**src/verilog/game_link_pkg.sv**
```systemverilog
`default_nettype none

package game_link_pkg;

    localparam logic [7:0] frame_header = 8'hA5; // Sync byte that opens every frame.
    localparam int frame_bytes = 13;             // Header, eleven payload bytes, checksum.

    localparam int coord_w = 12;
    localparam int hp_w = 4;
    localparam int aggro_w = 4;
    localparam int class_w = 2;
    localparam int boss_hp_w = 7;

    typedef enum logic [1:0] {
        frame_idle,
        frame_send,
        frame_last
    } frame_state_t;

    typedef enum logic [1:0] {
        parse_hunt,
        parse_body,
        parse_check
    } parse_state_t;

endpackage

`default_nettype wire

```
**src/verilog/uart_pkg.sv**
```systemverilog
`default_nettype none

package uart_pkg;

    typedef enum logic [1:0] {
        tx_idle,
        tx_start,
        tx_data,
        tx_stop
    } tx_state_t;

    typedef enum logic [1:0] {
        rx_idle,
        rx_start,
        rx_data,
        rx_stop
    } rx_state_t;

endpackage

`default_nettype wire
```
**src/verilog/game_link_top.sv**
```systemverilog
`default_nettype none

module game_link_top #(
    parameter int clks_per_bit = 35,
    parameter int fifo_depth_log2 = 4
) (
    input  logic                                clk,
    input  logic                                reset,
    input  logic                                send,
    input  logic [game_link_pkg::coord_w-1:0]   char_x,
    input  logic [game_link_pkg::coord_w-1:0]   char_y,
    input  logic [game_link_pkg::hp_w-1:0]      char_hp,
    input  logic [game_link_pkg::aggro_w-1:0]   char_aggro,
    input  logic [game_link_pkg::class_w-1:0]   char_class,
    input  logic                                flip_h,
    input  logic [game_link_pkg::boss_hp_w-1:0] boss_hp,
    input  logic [game_link_pkg::coord_w-1:0]   boss_x,
    input  logic [game_link_pkg::coord_w-1:0]   boss_y,
    output logic                                tx,
    input  logic                                rx,
    output logic [game_link_pkg::coord_w-1:0]   player_2_x,
    output logic [game_link_pkg::coord_w-1:0]   player_2_y,
    output logic [game_link_pkg::hp_w-1:0]      player_2_hp,
    output logic [game_link_pkg::aggro_w-1:0]   player_2_aggro,
    output logic [game_link_pkg::class_w-1:0]   player_2_class,
    output logic                                player_2_flip_h,
    output logic [game_link_pkg::coord_w-1:0]   boss_out_x,
    output logic [game_link_pkg::coord_w-1:0]   boss_out_y,
    output logic [game_link_pkg::boss_hp_w-1:0] boss_out_hp,
    output logic                                data_valid
);

    logic [7:0] wr_data;
    logic       wr;
    logic       full;
    logic [7:0] rd_data;
    logic       rd;
    logic       empty;
    logic [7:0] rx_byte;
    logic       rx_strobe;

    uart_game_encoder u_uart_encoder (
        .clk(clk),
        .reset(reset),
        .send(send),
        .char_x(char_x),
        .char_y(char_y),
        .char_hp(char_hp),
        .char_aggro(char_aggro),
        .char_class(char_class),
        .flip_h(flip_h),
        .boss_hp(boss_hp),
        .boss_x(boss_x),
        .boss_y(boss_y),
        .full(full),
        .wr(wr),
        .wr_data(wr_data)
    );

    uart_fifo #(
        .fifo_depth_log2(fifo_depth_log2)
    ) u_uart_fifo (
        .clk(clk),
        .reset(reset),
        .wr(wr),
        .wr_data(wr_data),
        .full(full),
        .rd(rd),
        .rd_data(rd_data),
        .empty(empty)
    );

    uart_tx #(
        .clks_per_bit(clks_per_bit)
    ) u_uart_tx (
        .clk(clk),
        .reset(reset),
        .empty(empty),
        .rd(rd),
        .rd_data(rd_data),
        .tx(tx)
    );

    uart_rx #(
        .clks_per_bit(clks_per_bit)
    ) u_uart_rx (
        .clk(clk),
        .reset(reset),
        .rx(rx),
        .rx_byte(rx_byte),
        .rx_strobe(rx_strobe)
    );

    uart_game_decoder u_uart_decoder (
        .clk(clk),
        .reset(reset),
        .rx_byte(rx_byte),
        .rx_strobe(rx_strobe),
        .player_2_x(player_2_x),
        .player_2_y(player_2_y),
        .player_2_hp(player_2_hp),
        .player_2_aggro(player_2_aggro),
        .player_2_class(player_2_class),
        .player_2_flip_h(player_2_flip_h),
        .boss_out_x(boss_out_x),
        .boss_out_y(boss_out_y),
        .boss_out_hp(boss_out_hp),
        .data_valid(data_valid)
    );

endmodule

`default_nettype wire

```
**src/verilog/uart_game_decoder.sv**
```systemverilog
`default_nettype none

module uart_game_decoder (
    input  logic                                clk,
    input  logic                                reset,
    input  logic [7:0]                          rx_byte,
    input  logic                                rx_strobe,
    output logic [game_link_pkg::coord_w-1:0]   player_2_x,
    output logic [game_link_pkg::coord_w-1:0]   player_2_y,
    output logic [game_link_pkg::hp_w-1:0]      player_2_hp,
    output logic [game_link_pkg::aggro_w-1:0]   player_2_aggro,
    output logic [game_link_pkg::class_w-1:0]   player_2_class,
    output logic                                player_2_flip_h,
    output logic [game_link_pkg::coord_w-1:0]   boss_out_x,
    output logic [game_link_pkg::coord_w-1:0]   boss_out_y,
    output logic [game_link_pkg::boss_hp_w-1:0] boss_out_hp,
    output logic                                data_valid
);

    localparam int body_last = game_link_pkg::frame_bytes - 3;

    game_link_pkg::parse_state_t state;
    logic [7:0] shadow [0:body_last];
    logic [3:0] idx;
    logic [7:0] csum;

    always_ff @(posedge clk) begin
        if (state == game_link_pkg::parse_body && rx_strobe) begin
            shadow[idx] <= rx_byte;
        end
    end

    always_ff @(posedge clk) begin
        if (reset) begin
            state           <= game_link_pkg::parse_hunt;
            idx             <= '0;
            csum            <= '0;
            data_valid      <= 1'b0;
            player_2_x      <= '0;
            player_2_y      <= '0;
            player_2_hp     <= '0;
            player_2_aggro  <= '0;
            player_2_class  <= '0;
            player_2_flip_h <= 1'b0;
            boss_out_x      <= '0;
            boss_out_y      <= '0;
            boss_out_hp     <= '0;
        end else begin
            data_valid <= 1'b0;
            case (state)
                game_link_pkg::parse_hunt: begin
                    idx  <= '0;
                    csum <= '0;
                    if (rx_strobe && rx_byte == game_link_pkg::frame_header) begin
                        state <= game_link_pkg::parse_body;
                    end
                end
                game_link_pkg::parse_body: begin
                    if (rx_strobe) begin
                        csum <= csum ^ rx_byte;
                        idx  <= idx + 1'b1;
                        if (idx == 4'(body_last)) begin
                            state <= game_link_pkg::parse_check;
                        end
                    end
                end
                default: begin
                    if (rx_strobe) begin
                        state <= game_link_pkg::parse_hunt;
                        if (rx_byte == csum) begin // Bad frames leave the old state in place.
                            data_valid      <= 1'b1;
                            player_2_x      <= {shadow[0][3:0], shadow[1]};
                            player_2_y      <= {shadow[2][3:0], shadow[3]};
                            player_2_hp     <= shadow[4][7:4];
                            player_2_aggro  <= shadow[4][3:0];
                            player_2_class  <= shadow[5][1:0];
                            player_2_flip_h <= shadow[5][2];
                            boss_out_hp     <= shadow[6][6:0];
                            boss_out_x      <= {shadow[7][3:0], shadow[8]};
                            boss_out_y      <= {shadow[9][3:0], shadow[10]};
                        end
                    end
                end
            endcase
        end
    end

endmodule

`default_nettype wire

```
**src/verilog/uart_game_encoder.sv**
```systemverilog
`default_nettype none

module uart_game_encoder (
    input  logic                                clk,
    input  logic                                reset,
    input  logic                                send,
    input  logic [game_link_pkg::coord_w-1:0]   char_x,
    input  logic [game_link_pkg::coord_w-1:0]   char_y,
    input  logic [game_link_pkg::hp_w-1:0]      char_hp,
    input  logic [game_link_pkg::aggro_w-1:0]   char_aggro,
    input  logic [game_link_pkg::class_w-1:0]   char_class,
    input  logic                                flip_h,
    input  logic [game_link_pkg::boss_hp_w-1:0] boss_hp,
    input  logic [game_link_pkg::coord_w-1:0]   boss_x,
    input  logic [game_link_pkg::coord_w-1:0]   boss_y,
    input  logic                                full,
    output logic                                wr,
    output logic [7:0]                          wr_data
);

    localparam int body_last = game_link_pkg::frame_bytes - 2;

    game_link_pkg::frame_state_t state;
    logic [7:0] fields [0:body_last];
    logic [7:0] snap [0:body_last];
    logic [3:0] idx;
    logic [7:0] csum;

    always_comb begin
        fields[0]  = game_link_pkg::frame_header;
        fields[1]  = {4'b0, char_x[11:8]};
        fields[2]  = char_x[7:0];
        fields[3]  = {4'b0, char_y[11:8]};
        fields[4]  = char_y[7:0];
        fields[5]  = {char_hp, char_aggro};
        fields[6]  = {5'b0, flip_h, char_class};
        fields[7]  = {1'b0, boss_hp};
        fields[8]  = {4'b0, boss_x[11:8]};
        fields[9]  = boss_x[7:0];
        fields[10] = {4'b0, boss_y[11:8]};
        fields[11] = boss_y[7:0];
    end

    assign wr      = (state != game_link_pkg::frame_idle) && !full;
    assign wr_data = (state == game_link_pkg::frame_last) ? csum : snap[idx];

    always_ff @(posedge clk) begin
        if (state == game_link_pkg::frame_idle && send) begin
            for (int i = 0; i <= body_last; i++) begin
                snap[i] <= fields[i]; // Frame stays coherent while the game moves on.
            end
        end
    end

    always_ff @(posedge clk) begin
        if (reset) begin
            state <= game_link_pkg::frame_idle;
            idx   <= '0;
            csum  <= '0;
        end else begin
            case (state)
                game_link_pkg::frame_idle: begin
                    idx  <= '0;
                    csum <= '0;
                    if (send) begin
                        state <= game_link_pkg::frame_send;
                    end
                end
                game_link_pkg::frame_send: begin
                    if (!full) begin
                        if (idx != '0) begin
                            csum <= csum ^ snap[idx]; // The header is not summed.
                        end
                        idx <= idx + 1'b1;
                        if (idx == 4'(body_last)) begin
                            state <= game_link_pkg::frame_last;
                        end
                    end
                end
                default: begin
                    if (!full) begin
                        state <= game_link_pkg::frame_idle;
                    end
                end
            endcase
        end
    end

endmodule

`default_nettype wire

```
**src/verilog/uart_rx.sv**
```systemverilog
`default_nettype none

module uart_rx #(
    parameter int clks_per_bit = 35
) (
    input  logic       clk,
    input  logic       reset,
    input  logic       rx,
    output logic [7:0] rx_byte,
    output logic       rx_strobe
);

    localparam int cnt_w = $clog2(clks_per_bit);

    uart_pkg::rx_state_t state;
    logic rx_meta;
    logic rx_sync;
    logic [cnt_w-1:0] baud_cnt;
    logic [2:0] bit_cnt;
    logic bit_done;
    logic half_done;

    assign bit_done  = (baud_cnt == cnt_w'(clks_per_bit - 1));
    assign half_done = (baud_cnt == cnt_w'(clks_per_bit / 2 - 1));

    always_ff @(posedge clk) begin
        if (reset) begin
            rx_meta <= 1'b1;
            rx_sync <= 1'b1;
        end else begin
            rx_meta <= rx;
            rx_sync <= rx_meta;
        end
    end

    always_ff @(posedge clk) begin
        if (reset) begin
            state     <= uart_pkg::rx_idle;
            baud_cnt  <= '0;
            bit_cnt   <= '0;
            rx_strobe <= 1'b0;
        end else begin
            rx_strobe <= 1'b0;
            baud_cnt  <= baud_cnt + 1'b1;
            case (state)
                uart_pkg::rx_idle: begin
                    baud_cnt <= '0;
                    if (!rx_sync) begin
                        state <= uart_pkg::rx_start;
                    end
                end
                uart_pkg::rx_start: begin
                    if (half_done) begin
                        baud_cnt <= '0; // From here on samples fall at mid-bit.
                        bit_cnt  <= '0;
                        state    <= rx_sync ? uart_pkg::rx_idle : uart_pkg::rx_data;
                    end
                end
                uart_pkg::rx_data: begin
                    if (bit_done) begin
                        baud_cnt <= '0;
                        rx_byte  <= {rx_sync, rx_byte[7:1]}; // LSB arrives first.
                        bit_cnt  <= bit_cnt + 1'b1;
                        if (bit_cnt == 3'd7) begin
                            state <= uart_pkg::rx_stop;
                        end
                    end
                end
                default: begin
                    if (bit_done) begin
                        rx_strobe <= rx_sync; // A low stop bit is a framing error.
                        state     <= uart_pkg::rx_idle;
                    end
                end
            endcase
        end
    end

endmodule

`default_nettype wire

```
**src/verilog/uart_tx.sv**
```systemverilog
`default_nettype none

module uart_tx #(
    parameter int clks_per_bit = 35
) (
    input  logic       clk,
    input  logic       reset,
    input  logic       empty,
    output logic       rd,
    input  logic [7:0] rd_data,
    output logic       tx
);

    localparam int cnt_w = $clog2(clks_per_bit);

    uart_pkg::tx_state_t state;
    logic [cnt_w-1:0] baud_cnt;
    logic [2:0] bit_cnt;
    logic [7:0] shift;
    logic baud_done;

    assign baud_done = (baud_cnt == cnt_w'(clks_per_bit - 1));
    assign rd = (state == uart_pkg::tx_idle) && !empty;

    always_ff @(posedge clk) begin
        if (reset) begin
            state    <= uart_pkg::tx_idle;
            baud_cnt <= '0;
            bit_cnt  <= '0;
            tx       <= 1'b1;
        end else begin
            baud_cnt <= (state == uart_pkg::tx_idle || baud_done) ? '0 : baud_cnt + 1'b1;
            case (state)
                uart_pkg::tx_idle: begin
                    if (!empty) begin
                        state <= uart_pkg::tx_start;
                        tx    <= 1'b0;
                    end
                end
                uart_pkg::tx_start: begin
                    if (baud_cnt == '0) begin
                        shift <= rd_data; // FIFO output has settled by now.
                    end
                    if (baud_done) begin
                        state   <= uart_pkg::tx_data;
                        bit_cnt <= '0;
                        tx      <= shift[0];
                        shift   <= shift >> 1;
                    end
                end
                uart_pkg::tx_data: begin
                    if (baud_done) begin
                        bit_cnt <= bit_cnt + 1'b1;
                        if (bit_cnt == 3'd7) begin
                            state <= uart_pkg::tx_stop;
                            tx    <= 1'b1;
                        end else begin
                            tx    <= shift[0];
                            shift <= shift >> 1;
                        end
                    end
                end
                default: begin
                    if (baud_done) begin
                        state <= uart_pkg::tx_idle;
                    end
                end
            endcase
        end
    end

endmodule

`default_nettype wire

```
**src/verilog/uart_fifo.sv**
```systemverilog
`default_nettype none

module uart_fifo #(
    parameter int fifo_depth_log2 = 4
) (
    input  logic       clk,
    input  logic       reset,
    input  logic       wr,
    input  logic [7:0] wr_data,
    output logic       full,
    input  logic       rd,
    output logic [7:0] rd_data,
    output logic       empty
);

    localparam int depth = 1 << fifo_depth_log2;

    logic [7:0] mem [0:depth-1];
    logic [fifo_depth_log2:0] wr_ptr; // Extra bit tells a full buffer from an empty one.
    logic [fifo_depth_log2:0] rd_ptr;

    assign empty = (wr_ptr == rd_ptr);
    assign full  = (wr_ptr[fifo_depth_log2] != rd_ptr[fifo_depth_log2]) &&
                   (wr_ptr[fifo_depth_log2-1:0] == rd_ptr[fifo_depth_log2-1:0]);

    always_ff @(posedge clk) begin
        if (reset) begin
            wr_ptr <= '0;
            rd_ptr <= '0;
        end else begin
            if (wr && !full) begin
                wr_ptr <= wr_ptr + 1'b1;
            end
            if (rd && !empty) begin
                rd_ptr <= rd_ptr + 1'b1;
            end
        end
    end

    always_ff @(posedge clk) begin
        if (wr && !full) begin
            mem[wr_ptr[fifo_depth_log2-1:0]] <= wr_data;
        end
        if (rd && !empty) begin
            rd_data <= mem[rd_ptr[fifo_depth_log2-1:0]]; // Valid the cycle after rd.
        end
    end

endmodule

`default_nettype wire

```
**config.mk**
```make
export PLATFORM = sky130hd
export DESIGN_NAME = game_link_top
export DESIGN_NICKNAME = d
export VERILOG_FILES = /design/src/verilog/game_link_pkg.sv /design/src/verilog/uart_pkg.sv /design/src/verilog/game_link_top.sv /design/src/verilog/uart_game_decoder.sv /design/src/verilog/uart_game_encoder.sv /design/src/verilog/uart_rx.sv /design/src/verilog/uart_tx.sv /design/src/verilog/uart_fifo.sv
export SDC_FILE = /design/constraint.sdc
export NUM_CORES = 1
export LEC_CHECK = 0
export BUFFER_PORTS_ARGS = -buffer_cell sky130_fd_sc_hd__buf_2
export CORE_ASPECT_RATIO = 1.1
export CORE_MARGIN = 2
export CORE_UTILIZATION = 55
export CTS_BUF_LIST = sky130_fd_sc_hd__clkbuf_16
export DETAILED_ROUTE_END_ITERATION = 12
export GPL_TIMING_DRIVEN = 0
export HOLD_SLACK_MARGIN = 0.06
export PLACE_DENSITY_LB_ADDON = 0.1
export SYNTH_ARGS = -nofsm -noshare
export SYNTH_HDL_FRONTEND = slang
export SYNTH_HIERARCHICAL = 1
export SYNTH_SLANG_ARGS = --single-unit
```
**constraint.sdc**
```tcl
create_clock -name clk -period 4 [get_ports clk]
set_input_delay 0.4 -clock clk [delete_from_list [all_inputs] [get_ports clk]]
set_output_delay 0.4 -clock clk [all_outputs]
set_load 0.02 [all_outputs]
```
==> metrics.md, run 1 <==
| Metric | Value |
|---|---|
| Worst EP arrival | 3.80 ns |
| Number of synthesized register bits | 419 |
| Syn Nets | 1290 |
| CP bufs+invs | 2 |
| GRT Total Usage | 0.2124 |
| Fill cell count | 2269 |
| Die width | 173.5 um |
| H-tree depth | 2 |
| Fraction of registers with async set/reset | 0 |
| Seq/Total Area, Yosys | 0.6464 |
| Synth top area share | 0.4909 |
| Gpl congestion | 0.8086 |
| Nets | 1543 |
| # setup viols final | 0 |
| Die Height | 190.4 um |
| Cells on worst reg2reg path | 7 |
| Top delay family on crit path | simple AND/OR/NAND/NOR gates |
| Clock transition at the registers of the reported paths | 0.06 ns |
| CORE AREA | 0.03122 sq mm |
| Worst Hold Depth | 4 |
| Setup Crit Path Kind | reg -> reg |
| Final slew viol count | 0 |
| Synth area leader | edfxtp_1 |
| Tcrit/Tclk final | 0.9143 |
| # rows | 68 |
| Critical path's slowest cell | nor3_1 |
| Post-Layout Inst Area | 0.02065 sq mm |
| Status | completed |
| Headroom to the max-slew limit | 0.1406 |
| Antenna Violating Nets Remaining | 0 |
| CP Capture Type | register |
| First-pass GRT wire length | 55330 um |
| Cell Pwr Density | 451.9 mW/mm^2 |
| Crit-path max cell delay | 1.00 ns |
| EDFF count, synth | 284 |
| Hold Crit Endpoint | u_uart_encoder/state[0]$_SDFFE_PP0P_ |
| Mapped Area | 0.01737 sq mm |
| Clock root buffer | clkbuf_16 |
| Total Wirelength | 34670 um |
| Via count | 10300 |
| Clock latency at the later pin of the worst-skew pair | 0.54 ns |
| DR pass1 iterations | 5 |
| Cell depth of the worst setup path | 7 |
| Initial antenna violation count | 1 |
| CP required | 4.14 ns |
| Worst r2r src | u_uart_fifo/rd_ptr[4]$_SDFFE_PP0P_ |
| Crit-path cells | xnor2_1 -> nor2_1 -> clkbuf_1 -> nor2_1 -> clkbuf_1 -> nand2_1 -> nor3_1 |
| CTS buffer count | 43 |
| HP Class | in -> reg |
| Initial Utilization | 0.5564 |
| Synth Warn # | 6 |
| Via/cell ratio | 5.429 |
| Fin util | 0.6614 |
| Final hold violation count | 0 |
| Peak supply drop | 0.4029 mV |
| Clock Sinks | 419 |
| Number of DRC markers in iteration 0 | 572 |
| Global route overflow | 0 |
| Top post-synthesis cells by area | edfxtp_1 49%, dfxtp_1 16%, nand2b_1 5.0%, mux2i_1 4.8%, mux4_1 4.7% |
| HP Start | send |
| Pleak | 7.862 nW |
| CTS tree | done |
| Number of max-cap violations | 0 |
| DP Area | 0.01866 sq mm |
| Clock skew | 0.01648 ns |
| Pin count of the biggest net entering global routing | 44 |
| Most used DFF post-synth | edfxtp_1 |
| Synth cell types | 76 |
| Syn_area_per_cell | 14.60 sq um |
| CP Max Fanout | 9 |
| Worst Tran Pin Value | 1.279 ns |
| Vias in the first global route | 10430 |
| Fmax | 0.2734 GHz |
| CTS max path bufs | 3 |
| Setup crit start kind | register |
| PortBufs | 137 |
| Setup TNS | 0 ns |
| Final Critical Period | 3.657 ns |
| Total die area | 0.03303 sq mm |
| Wire per inst | 18.27 um |
| RSZ-0062 raised after global routing | false |
| Mapped Cells | 1190 |
| FF-to-FF End | u_uart_fifo/mem[13][1]$_DFFE_PP_ |
| Reg-to-reg setup timing slack | 0.34 ns |
| DP HPWL | 22820 um |
| Area growth, synth to finish | 18.88% |
| Share of cells above drive strength 1 | 0.1904 |
| # DRC | 0 |
| I/O Pins | 138 |
==> cell families (layout without fill, tap and decap cells) <==
family,Yosys count,in the layout,synth area share
adder cells (fa/ha/maj),30,30,0.02160
XOR/XNOR,24,24,0.01210
buffers and inverters,91,377,0.02909
AND/OR/NAND/NOR,342,342,0.1142
multiplexers,145,145,0.1238
other,0,1,0
AO/OA/AOI/OAI,139,139,0.05279
flip-flops,419,419,0.6464
==> synth_stat cells, types with 26 or more instances <==
library cell / number
ha_1: 30
inv_1: 31
o21ai_0: 26
a21oi_1: 47
clkbuf_1: 31
edfxtp_1: 284
mux2i_1: 84
mux4_1: 31
nand2b_1: 138
nor2_1: 61
nand2_1: 29
dfxtp_1: 135
==> tightest hold or removal path, delay by kind of cell <==
family          cells  cell delay [ns]
simple gates        1             0.07
buf+inv             1             0.09
mux                 1             0.06
compound gates      1             0.12
==> through the flow <==
stage               power (mW)  setup WS [ns]  hold slack (ns)  instances
floorplan                5.431          1.142           0.3895       1190
global placement         5.624        0.07037           0.3921       1747
detailed placement       5.655         0.3854           0.3945       1751
CTS                      9.413         0.3514           0.2167       1896
global route             9.670        0.04730           0.2476       1896
finish                   9.333         0.3426           0.2368       1897
==> how the worst max path moves through the flow <==
stage | from | endpoint | slack [ns]
6_report | u_uart_fifo/rd_ptr[4]$_SDFFE_PP0P_ | u_uart_fifo/mem[13][1]$_DFFE_PP_ | 0.34
4_1_cts | u_uart_fifo/rd_ptr[4]$_SDFFE_PP0P_ | u_uart_fifo/mem[12][7]$_DFFE_PP_ | 0.35
3_5_place_dp | u_uart_fifo/rd_ptr[4]$_SDFFE_PP0P_ | u_uart_fifo/mem[12][6]$_DFFE_PP_ | 0.39
5_1_grt | u_uart_fifo/rd_ptr[4]$_SDFFE_PP0P_ | u_uart_fifo/mem[13][1]$_DFFE_PP_ | 0.05
2_1_floorplan | u_uart_fifo/rd_ptr[4]$_SDFFE_PP0P_ | u_uart_fifo/mem[0][0]$_DFFE_PP_ | 1.14
3_3_place_gp | u_uart_fifo/rd_ptr[4]$_SDFFE_PP0P_ | u_uart_fifo/mem[2][6]$_DFFE_PP_ | 0.07
==> report_power, final <==
group	leakage, nW	switching [mW]	internal, mW
sequential	3.68	0.0453	4.74
combinational	3.50	0.428	0.402
clock	0.683	1.59	2.13
==> final cells by class <==
class | count | area (sq um) | area share
Antenna cell | 1 | 2.502 | 0.0001212
Tap cell | 420 | 525.5 | 0.02544
Clock buffer | 44 | 1101 | 0.05331
Sequential cell | 419 | 11230 | 0.5438
Inverter | 32 | 120.1 | 0.005816
Timing Repair Buffer | 208 | 1399 | 0.06773
Clock inverter | 34 | 219.0 | 0.01060
Buffer | 59 | 385.4 | 0.01866
Multi-Input combinational cell | 680 | 5670 | 0.2745
==> metal layers <==
layer | global-route usage | up-vias | routed length (um)
met5 | 0 | - | 0
met4 | 0.04889 | 0 | 520
met3 | 0.03409 | 52 | 1457
met2 | 0.3723 | 205 | 17350
met1 | 0.2803 | 5095 | 15340
li1 | - | 4946 | -
==> what timing repair did <==
item	CTS	global route
buffers inserted	0	0
endpoints found under the hold margin	67	0
hold buffers	67	0
resized for setup	0	0
==> registers in the layout, summed over array words and instances, names as in the netlist, 5 cells and up, named ones only <==
| name | flops |
|---|---|
| u_uart_fifo/wr_ptr | 5 |
| u_uart_fifo/rd_ptr | 5 |
| u_uart_encoder/snap | 66 |
| u_uart_tx/shift | 8 |
| u_uart_tx/baud_cnt | 6 |
| u_uart_decoder/boss_out_x | 12 |
| u_uart_encoder/csum | 8 |
| u_uart_decoder/boss_out_y | 12 |
| u_uart_decoder/boss_out_hp | 7 |
| u_uart_rx/rx_byte | 8 |
| u_uart_fifo/mem | 128 |
| u_uart_fifo/rd_data | 8 |
| u_uart_decoder/player_2_x | 12 |
| u_uart_rx/baud_cnt | 6 |
| u_uart_decoder/csum | 8 |
| u_uart_decoder/player_2_y | 12 |
| u_uart_decoder/shadow | 66 |
==> cell usage in the layout, fill, tap and decap left out, drive strengths merged, types with 5 or more instances in the layout <==
cell / instances
a211oi: 5
a21boi: 12
a21oi: 47
a221oi: 5
and2: 13
buf: 167
clkbuf: 77
clkinv: 18
dfxtp: 135
dlygate4sd3: 67
edfxtp: 284
ha: 30
inv: 44
mux2: 16
mux2i: 84
mux4: 45
nand2: 29
nand2b: 138
nand3: 8
nand3b: 12
nand4: 12
nor2: 62
nor2b: 14
nor3: 11
nor4: 7
o21ai: 27
o31ai: 9
or3: 10
or4: 6
xnor2: 9
xor2: 15
Note: power is estimated with default switching activity, not from simulation.
==> inputs of run 2 (changes only) <==
--- a/config.mk
+++ b/config.mk
@@ -8,7 +8,7 @@
 export BUFFER_PORTS_ARGS = -buffer_cell sky130_fd_sc_hd__buf_2
 export CORE_ASPECT_RATIO = 1.1
 export CORE_MARGIN = 2
-export CORE_UTILIZATION = 55
+export CORE_UTILIZATION = 54
 export CTS_BUF_LIST = sky130_fd_sc_hd__clkbuf_16
 export DETAILED_ROUTE_END_ITERATION = 12
 export GPL_TIMING_DRIVEN = 0
==> constraint.sdc (replaced) <==
create_clock -name clk -period 3.2 [get_ports clk]
set_input_delay 0.32 -clock clk [delete_from_list [all_inputs] [get_ports clk]]
set_output_delay 0.32 -clock clk [all_outputs]
set_load 0.02 [all_outputs]
==> run 2 against run 1 <==
Against the previous run:
- cell count hardly changed
- setup slack lost 0.19 ns
- hold slack got worse by 0.048 ns
- flip-flop and latch count did not move
- wire length grew 0.95%
- sequential share of layout area is 0.39 points lower
- core utilization is 0.24 points lower
- clock-buffer cell count rose by 1
- critical endpoint is now u_uart_fifo/mem[12][5]$_DFFE_PP_
- critical path type unchanged
- cell area up 0.72%
==> metrics.md, run 2 (synthesized netlist as in run 1, its figures left out) <==
| Metric | Value |
|---|---|
| Cells on worst reg2reg path | 9 |
| Initial antenna violation count | 1 |
| Number of max-cap violations | 0 |
| Clock skew | 0.02055 ns |
| Die Height | 192.1 um |
| Most common cell after layout, fill and taps aside | edfxtp_1 |
| CTS tree | done |
| Tcrit/Tclk final | 0.9507 |
| Peak supply drop | 0.5681 mV |
| Met1 WL | 15300 um |
| Via count | 10300 |
| Global route overflow | 0 |
| HP Class | in -> reg |
| Final Critical Period | 3.042 ns |
| Worst r2r src | u_uart_fifo/rd_ptr[1]$_SDFFE_PP0P_ |
| Total die area | 0.03363 sq mm |
| CTS max path bufs | 3 |
| Die width | 175.0 um |
| Number of flip-flops in the largest register | 128 |
| Worst Tran Pin Value | 1.263 ns |
| Nets | 1544 |
| PortBufs | 137 |
| RSZ-0062 raised after global routing | true |
| Number of DRC markers in iteration 0 | 662 |
| Total Wirelength | 35000 um |
| Wire per inst | 18.44 um |
| Met3 wire len | 1699 um |
| # rows | 68 |
| Gpl congestion | 0.7963 |
| Pleak | 7.879 nW |
| Headroom to the max-slew limit | 0.1578 |
| CP Capture Type | register |
| Cell Pwr Density | 571.5 mW/mm^2 |
| Setup Crit Path Kind | reg -> reg |
| Fin util | 0.6590 |
| Worst Hold Depth | 4 |
| Share of cells above drive strength 1 | 0.2011 |
| Initial Utilization | 0.5504 |
| Status | completed |
| Clock root buffer | clkbuf_16 |
| Worst EP arrival | 3.20 ns |
| Clock latency at the later pin of the worst-skew pair | 0.54 ns |
| Hold WS | 0.1891 ns |
| Clock transition at the registers of the reported paths | 0.06 ns |
| Via/cell ratio | 5.427 |
| Fmax | 0.3287 GHz |
| First-pass GRT wire length | 55910 um |
| Pin count of the biggest net entering global routing | 38 |
| CP required | 3.36 ns |
| GRT Total Usage | 0.2106 |
| Vias in the first global route | 10530 |
| CP Max Fanout | 9 |
| CTS buffer count | 43 |
| Top layer in use | met4 |
| Setup TNS | 0 ns |
| Clock Sinks | 419 |
| Antenna Violating Nets Remaining | 0 |
| CORE AREA | 0.03157 sq mm |
| # DRC | 0 |
| Commonest non-fill, non-tap cells in the layout | 284 x edfxtp_1, 145 x buf_2, 138 x nand2b_1 |
| Area growth, synth to finish | 19.73% |
| Final hold violation count | 0 |
| # setup viols final | 0 |
| DR pass1 iterations | 5 |
| H-tree depth | 2 |
| Critical Path Start | u_uart_fifo/rd_ptr[1]$_SDFFE_PP0P_ |
| HP Start | send |
| DP HPWL | 22860 um |
| Final WS setup | 0.1576 ns |
| Setup WS pre-CTS | -0.4446 ns |
| Final slew viol count | 0 |
| I/O Pins | 138 |
| Setup crit start kind | register |
| Met2 Wirelength | 17310 um |
run 2: changes by cell type in the layout (fill, tap and decap cells not counted), moves of 2 or more:
cell and delta:
bufinv_16 +2, clkinv_2 -2, clkinvlp_4 +3, inv_1 -3
nor2_1 -8, nor2_2 +7, nor3_1 -3, nor3_2 +2
nor4_2 -2, nor4_4 +2
run 2: report_power, final:
part / switching (mW) / total, mW / internal (mW)
Combinational: 0.538 / 1.04 / 0.505
Sequential: 0.0575 / 5.98 / 5.93
Clock: 2.00 / 4.86 / 2.87
run 2: per-stage QoR:
step | area, sq um | std cells | power, mW
finish | 20800 | 1898 | 11.89
global route | 20800 | 1897 | 12.33
CTS | 20790 | 1896 | 12.01
detailed placement | 18660 | 1751 | 7.066
global placement | 18590 | 1747 | 7.030
floorplan | 17370 | 1190 | 6.789
run 2: layout make-up:
type                    count  area [sq um]
flip-flops and latches    419         11230
fillers                  2295         10760
multi-input cells         680          5742
repair buffers            209          1406
clock buffers              45          1126
well taps                 420         525.5
plain buffers              59         385.4
clock inverters            33         264.0
inverters                  32         120.1
diodes                      1         2.502
run 2: worst paths after layout:
path | end | slack, ns
max | u_uart_fifo/mem[12][5]$_DFFE_PP_ | 0.16
min | u_uart_encoder/state[0]$_SDFFE_PP0P_ | 0.19
max reg2reg | u_uart_fifo/mem[12][5]$_DFFE_PP_ | 0.16
min reg2reg | u_uart_rx/rx_sync$_SDFF_PP1_ | 0.41
run 2: repair_timing:
action,4_1_cts,5_1_grt
gates resized for setup,15,1
setup buffers,0,1
hold buffers,67,0
setup endpoints to repair,112,124
pin swaps,0,1
endpoints found under the hold margin,67,0
run 2: metal layers:
metal / GRT usage / vias to the layer above
met5: 0 / -
met4: 0.05609 / 0
met3: 0.03781 / 54
met2: 0.3626 / 223
met1: 0.2774 / 5069
li1: - / 4954
run 2: critical path, cell delays in order, from the launching register on:
cell      delay (ns)
dfxtp_1         0.31
buf_2           0.17
xnor2_1         0.15
nand4_1         0.30
nor2_4          0.15
clkbuf_1        0.24
nor2_1          0.19
clkbuf_1        0.28
nand2_1         0.26
nor3_2          0.62
==> inputs of run 3 (changes only) <==
--- a/config.mk
+++ b/config.mk
@@ -13,6 +13,7 @@
 export DETAILED_ROUTE_END_ITERATION = 12
 export GPL_TIMING_DRIVEN = 0
 export HOLD_SLACK_MARGIN = 0.06
+export MAX_ROUTING_LAYER = met4
 export PLACE_DENSITY_LB_ADDON = 0.1
 export SYNTH_ARGS = -nofsm -noshare
 export SYNTH_HDL_FRONTEND = slang
==> run 3 against run 2 <==
Against the previous run:
- setup slack better by 0.073 ns
- global-route usage is 0.61 points higher
- flip-flop and latch count did not move
- critical endpoint is now u_uart_fifo/mem[6][1]$_DFFE_PP_
- total power is essentially flat
- cell area is 0.14% higher
- clock skew is 0.00069 ns lower
- sequential share of layout area down 0.074 points
- largest cell class unchanged
- maximum frequency up 2.5%
- sequential power about the same
- highest routed layer unchanged
- combinational power is essentially flat
==> metrics.md, run 3 (synthesized netlist as in run 1, its figures left out) <==
| Metric | Value |
|---|---|
| Pin count of the biggest net entering global routing | 38 |
| Worst Hold Depth | 4 |
| Layout Cells excl Fill | 1901 |
| Worst Tran Pin Value | 1.300 ns |
| Worst EP arrival | 3.13 ns |
| Via count | 10280 |
| Fmax | 0.3368 GHz |
| Global route overflow | 0 |
| Number of DRC markers in iteration 0 | 579 |
| Clock skew | 0.01986 ns |
| Final Critical Period | 2.969 ns |
| PortBufs | 137 |
| DP HPWL | 22860 um |
| Hold Crit Endpoint | u_uart_encoder/state[0]$_SDFFE_PP0P_ |
| CTS max path bufs | 3 |
| Critical path's slowest cell | nor2_1 |
| CP required | 3.36 ns |
| Fin util | 0.6599 |
| CP Capture Type | register |
| Clock share of power | 0.409 |
| Total die area | 0.03363 sq mm |
| Part of the power in registers | 0.503 |
| Total Wirelength | 35110 um |
| Antenna Violating Nets Remaining | 0 |
| Dpl cells | 1751 |
| Status | completed |
| Number of flip-flops in the largest register | 128 |
| DR pass1 iterations | 5 |
| Area growth, synth to finish | 19.90% |
| H-tree depth | 2 |
| Tcrit/Tclk final | 0.9279 |
| CTS buffer count | 43 |
| Headroom to the max-slew limit | 0.1336 |
| Final hold violation count | 0 |
| Reg-to-reg setup timing slack | 0.23 ns |
| HP Class | in -> reg |
| Die Height | 192.1 um |
| Share of cells above drive strength 1 | 0.2027 |
| # rows | 68 |
| CTS tree | done |
| Wire per inst | 18.47 um |
| Setup Crit Path Kind | reg -> reg |
| Clock latency at the later pin of the worst-skew pair | 0.53 ns |
| Commonest non-fill, non-tap cells in the layout | 284 x edfxtp_1, 145 x buf_2, 138 x nand2b_1 |
| Most common cell after layout, fill and taps aside | edfxtp_1 |
| Die width | 175.0 um |
| Final slew viol count | 0 |
| CP Max Fanout | 8 |
| Clock root buffer | clkbuf_16 |
| Number of max-cap violations | 0 |
| GRT Total Usage | 0.2167 |
| Clock transition at the registers of the reported paths | 0.06 ns |
| FF-to-FF End | u_uart_fifo/mem[6][1]$_DFFE_PP_ |
| Worst r2r src | u_uart_fifo/rd_ptr[1]$_SDFFE_PP0P_ |
| Clock Sinks | 419 |
| Peak supply drop | 0.5683 mV |
| CP bufs+invs | 3 |
| Pleak | 7.898 nW |
| Via/cell ratio | 5.409 |
| I/O Pins | 138 |
| Top delay family on crit path | simple AND/OR/NAND/NOR gates |
| Register area | 0.01123 sq mm |
| Initial Utilization | 0.5504 |
| Setup WS pre-CTS | -0.4446 ns |
| CORE AREA | 0.03157 sq mm |
| Cell Pwr Density | 570.8 mW/mm^2 |
| Net switching power | 2.594 mW |
| Crit-path max cell delay | 0.65 ns |
| Gpl congestion | 0.8085 |
| Vias in the first global route | 10540 |
| Sw Ratio | 0.2182 |
| Area occupied by multi-input gates | 0.005748 sq mm |
| Combinational Power Share | 0.088 |
| Pint | 9.296 mW |
| Cells on worst reg2reg path | 9 |
| First-pass GRT wire length | 55860 um |
| Setup crit start kind | register |
| Fill cell count | 2291 |
| HP Start | send |
| Nets | 1547 |
| Initial antenna violation count | 1 |
| Final WS setup | 0.2309 ns |
| # setup viols final | 0 |
| Crit-path cells | buf_2 -> xnor2_1 -> nand4_1 -> nor2_4 -> clkbuf_1 -> nor2_1 -> clkbuf_1 -> nand2_1 -> nor2_1 |
| # DRC | 0 |
[run 3: changes by cell type in the layout (fill, tap and decap cells not counted)]
| cell | previous run | this run |
|---|---|---|
| buf_4 | 7 | 10 |
| nor3_2 | 3 | 2 |
| nor3_4 | 1 | 2 |
[run 3: metrics by stage]
step	area [sq um]	setup TNS, ns	total power, mW	hold WS, ns
after CTS	20790	0	12.01	0.1699
after floorplan	17370	0	6.789	0.3895
after global placement	18590	-30.67	7.030	0.3932
after detailed placement	18660	-23.82	7.066	0.4051
final	20830	0	11.89	0.1872
after global routing	20830	-0.8552	12.32	0.2101
[run 3: final cells by class]
type | count | share of cell area
repair buffers | 212 | 0.06859
flip-flops and latches | 419 | 0.5391
inverters | 32 | 0.005766
multi-input cells | 680 | 0.2759
well taps | 420 | 0.02523
clock inverters | 33 | 0.01267
plain buffers | 59 | 0.01850
clock buffers | 45 | 0.05406
diodes | 1 | 0.0001201
[run 3: how the worst max path moves through the flow]
stage / slack [ns] / end / start / depth (start not counted)
2_1_floorplan: 0.34 / u_uart_fifo/mem[0][0]$_DFFE_PP_ / u_uart_fifo/rd_ptr[4]$_SDFFE_PP0P_ / 7
3_3_place_gp: -0.72 / u_uart_fifo/mem[3][6]$_DFFE_PP_ / u_uart_fifo/rd_ptr[4]$_SDFFE_PP0P_ / 7
3_5_place_dp: -0.44 / u_uart_fifo/mem[13][6]$_DFFE_PP_ / u_uart_fifo/rd_ptr[4]$_SDFFE_PP0P_ / 7
4_1_cts: 0.10 / u_uart_encoder/csum[7]$_SDFFE_PP0P_ / u_uart_fifo/rd_ptr[1]$_SDFFE_PP0P_ / 10
5_1_grt: -0.06 / u_uart_fifo/mem[6][2]$_DFFE_PP_ / u_uart_fifo/rd_ptr[1]$_SDFFE_PP0P_ / 9
6_report: 0.23 / u_uart_fifo/mem[6][1]$_DFFE_PP_ / u_uart_fifo/rd_ptr[1]$_SDFFE_PP0P_ / 9
[run 3: power by group through the flow]
stage,registers [mW],clock network [mW],logic [mW]
2_1_floorplan,6.09,0,0.700
3_3_place_gp,6.10,0,0.933
3_5_place_dp,6.10,0,0.968
4_1_cts,5.98,4.99,1.04
5_1_grt,5.99,5.18,1.15
6_report,5.98,4.87,1.04
[run 3: metal layers]
metal  wire length (um)  up-vias  global-route usage
li1                   -     4959                   -
met2              17450      206              0.3626
met4                691        0             0.05609
met5                  0        -                   -
met3               1431       56             0.03603
met1              15540     5061              0.2777
[run 3: what timing repair did]
action	CTS	global route
gates cloned	0	0
setup buffers	0	4
pin swaps	0	1
hold endpoints to repair	67	0
hold buffers	67	0
gates resized for setup	15	2
setup endpoints to repair	112	126
[run 3: tightest hold or removal path: stages]
cell and delay, ns:
buf_2 0.09, mux2i_1 0.07, a2bb2oi_1 0.13, nor2_1 0.08
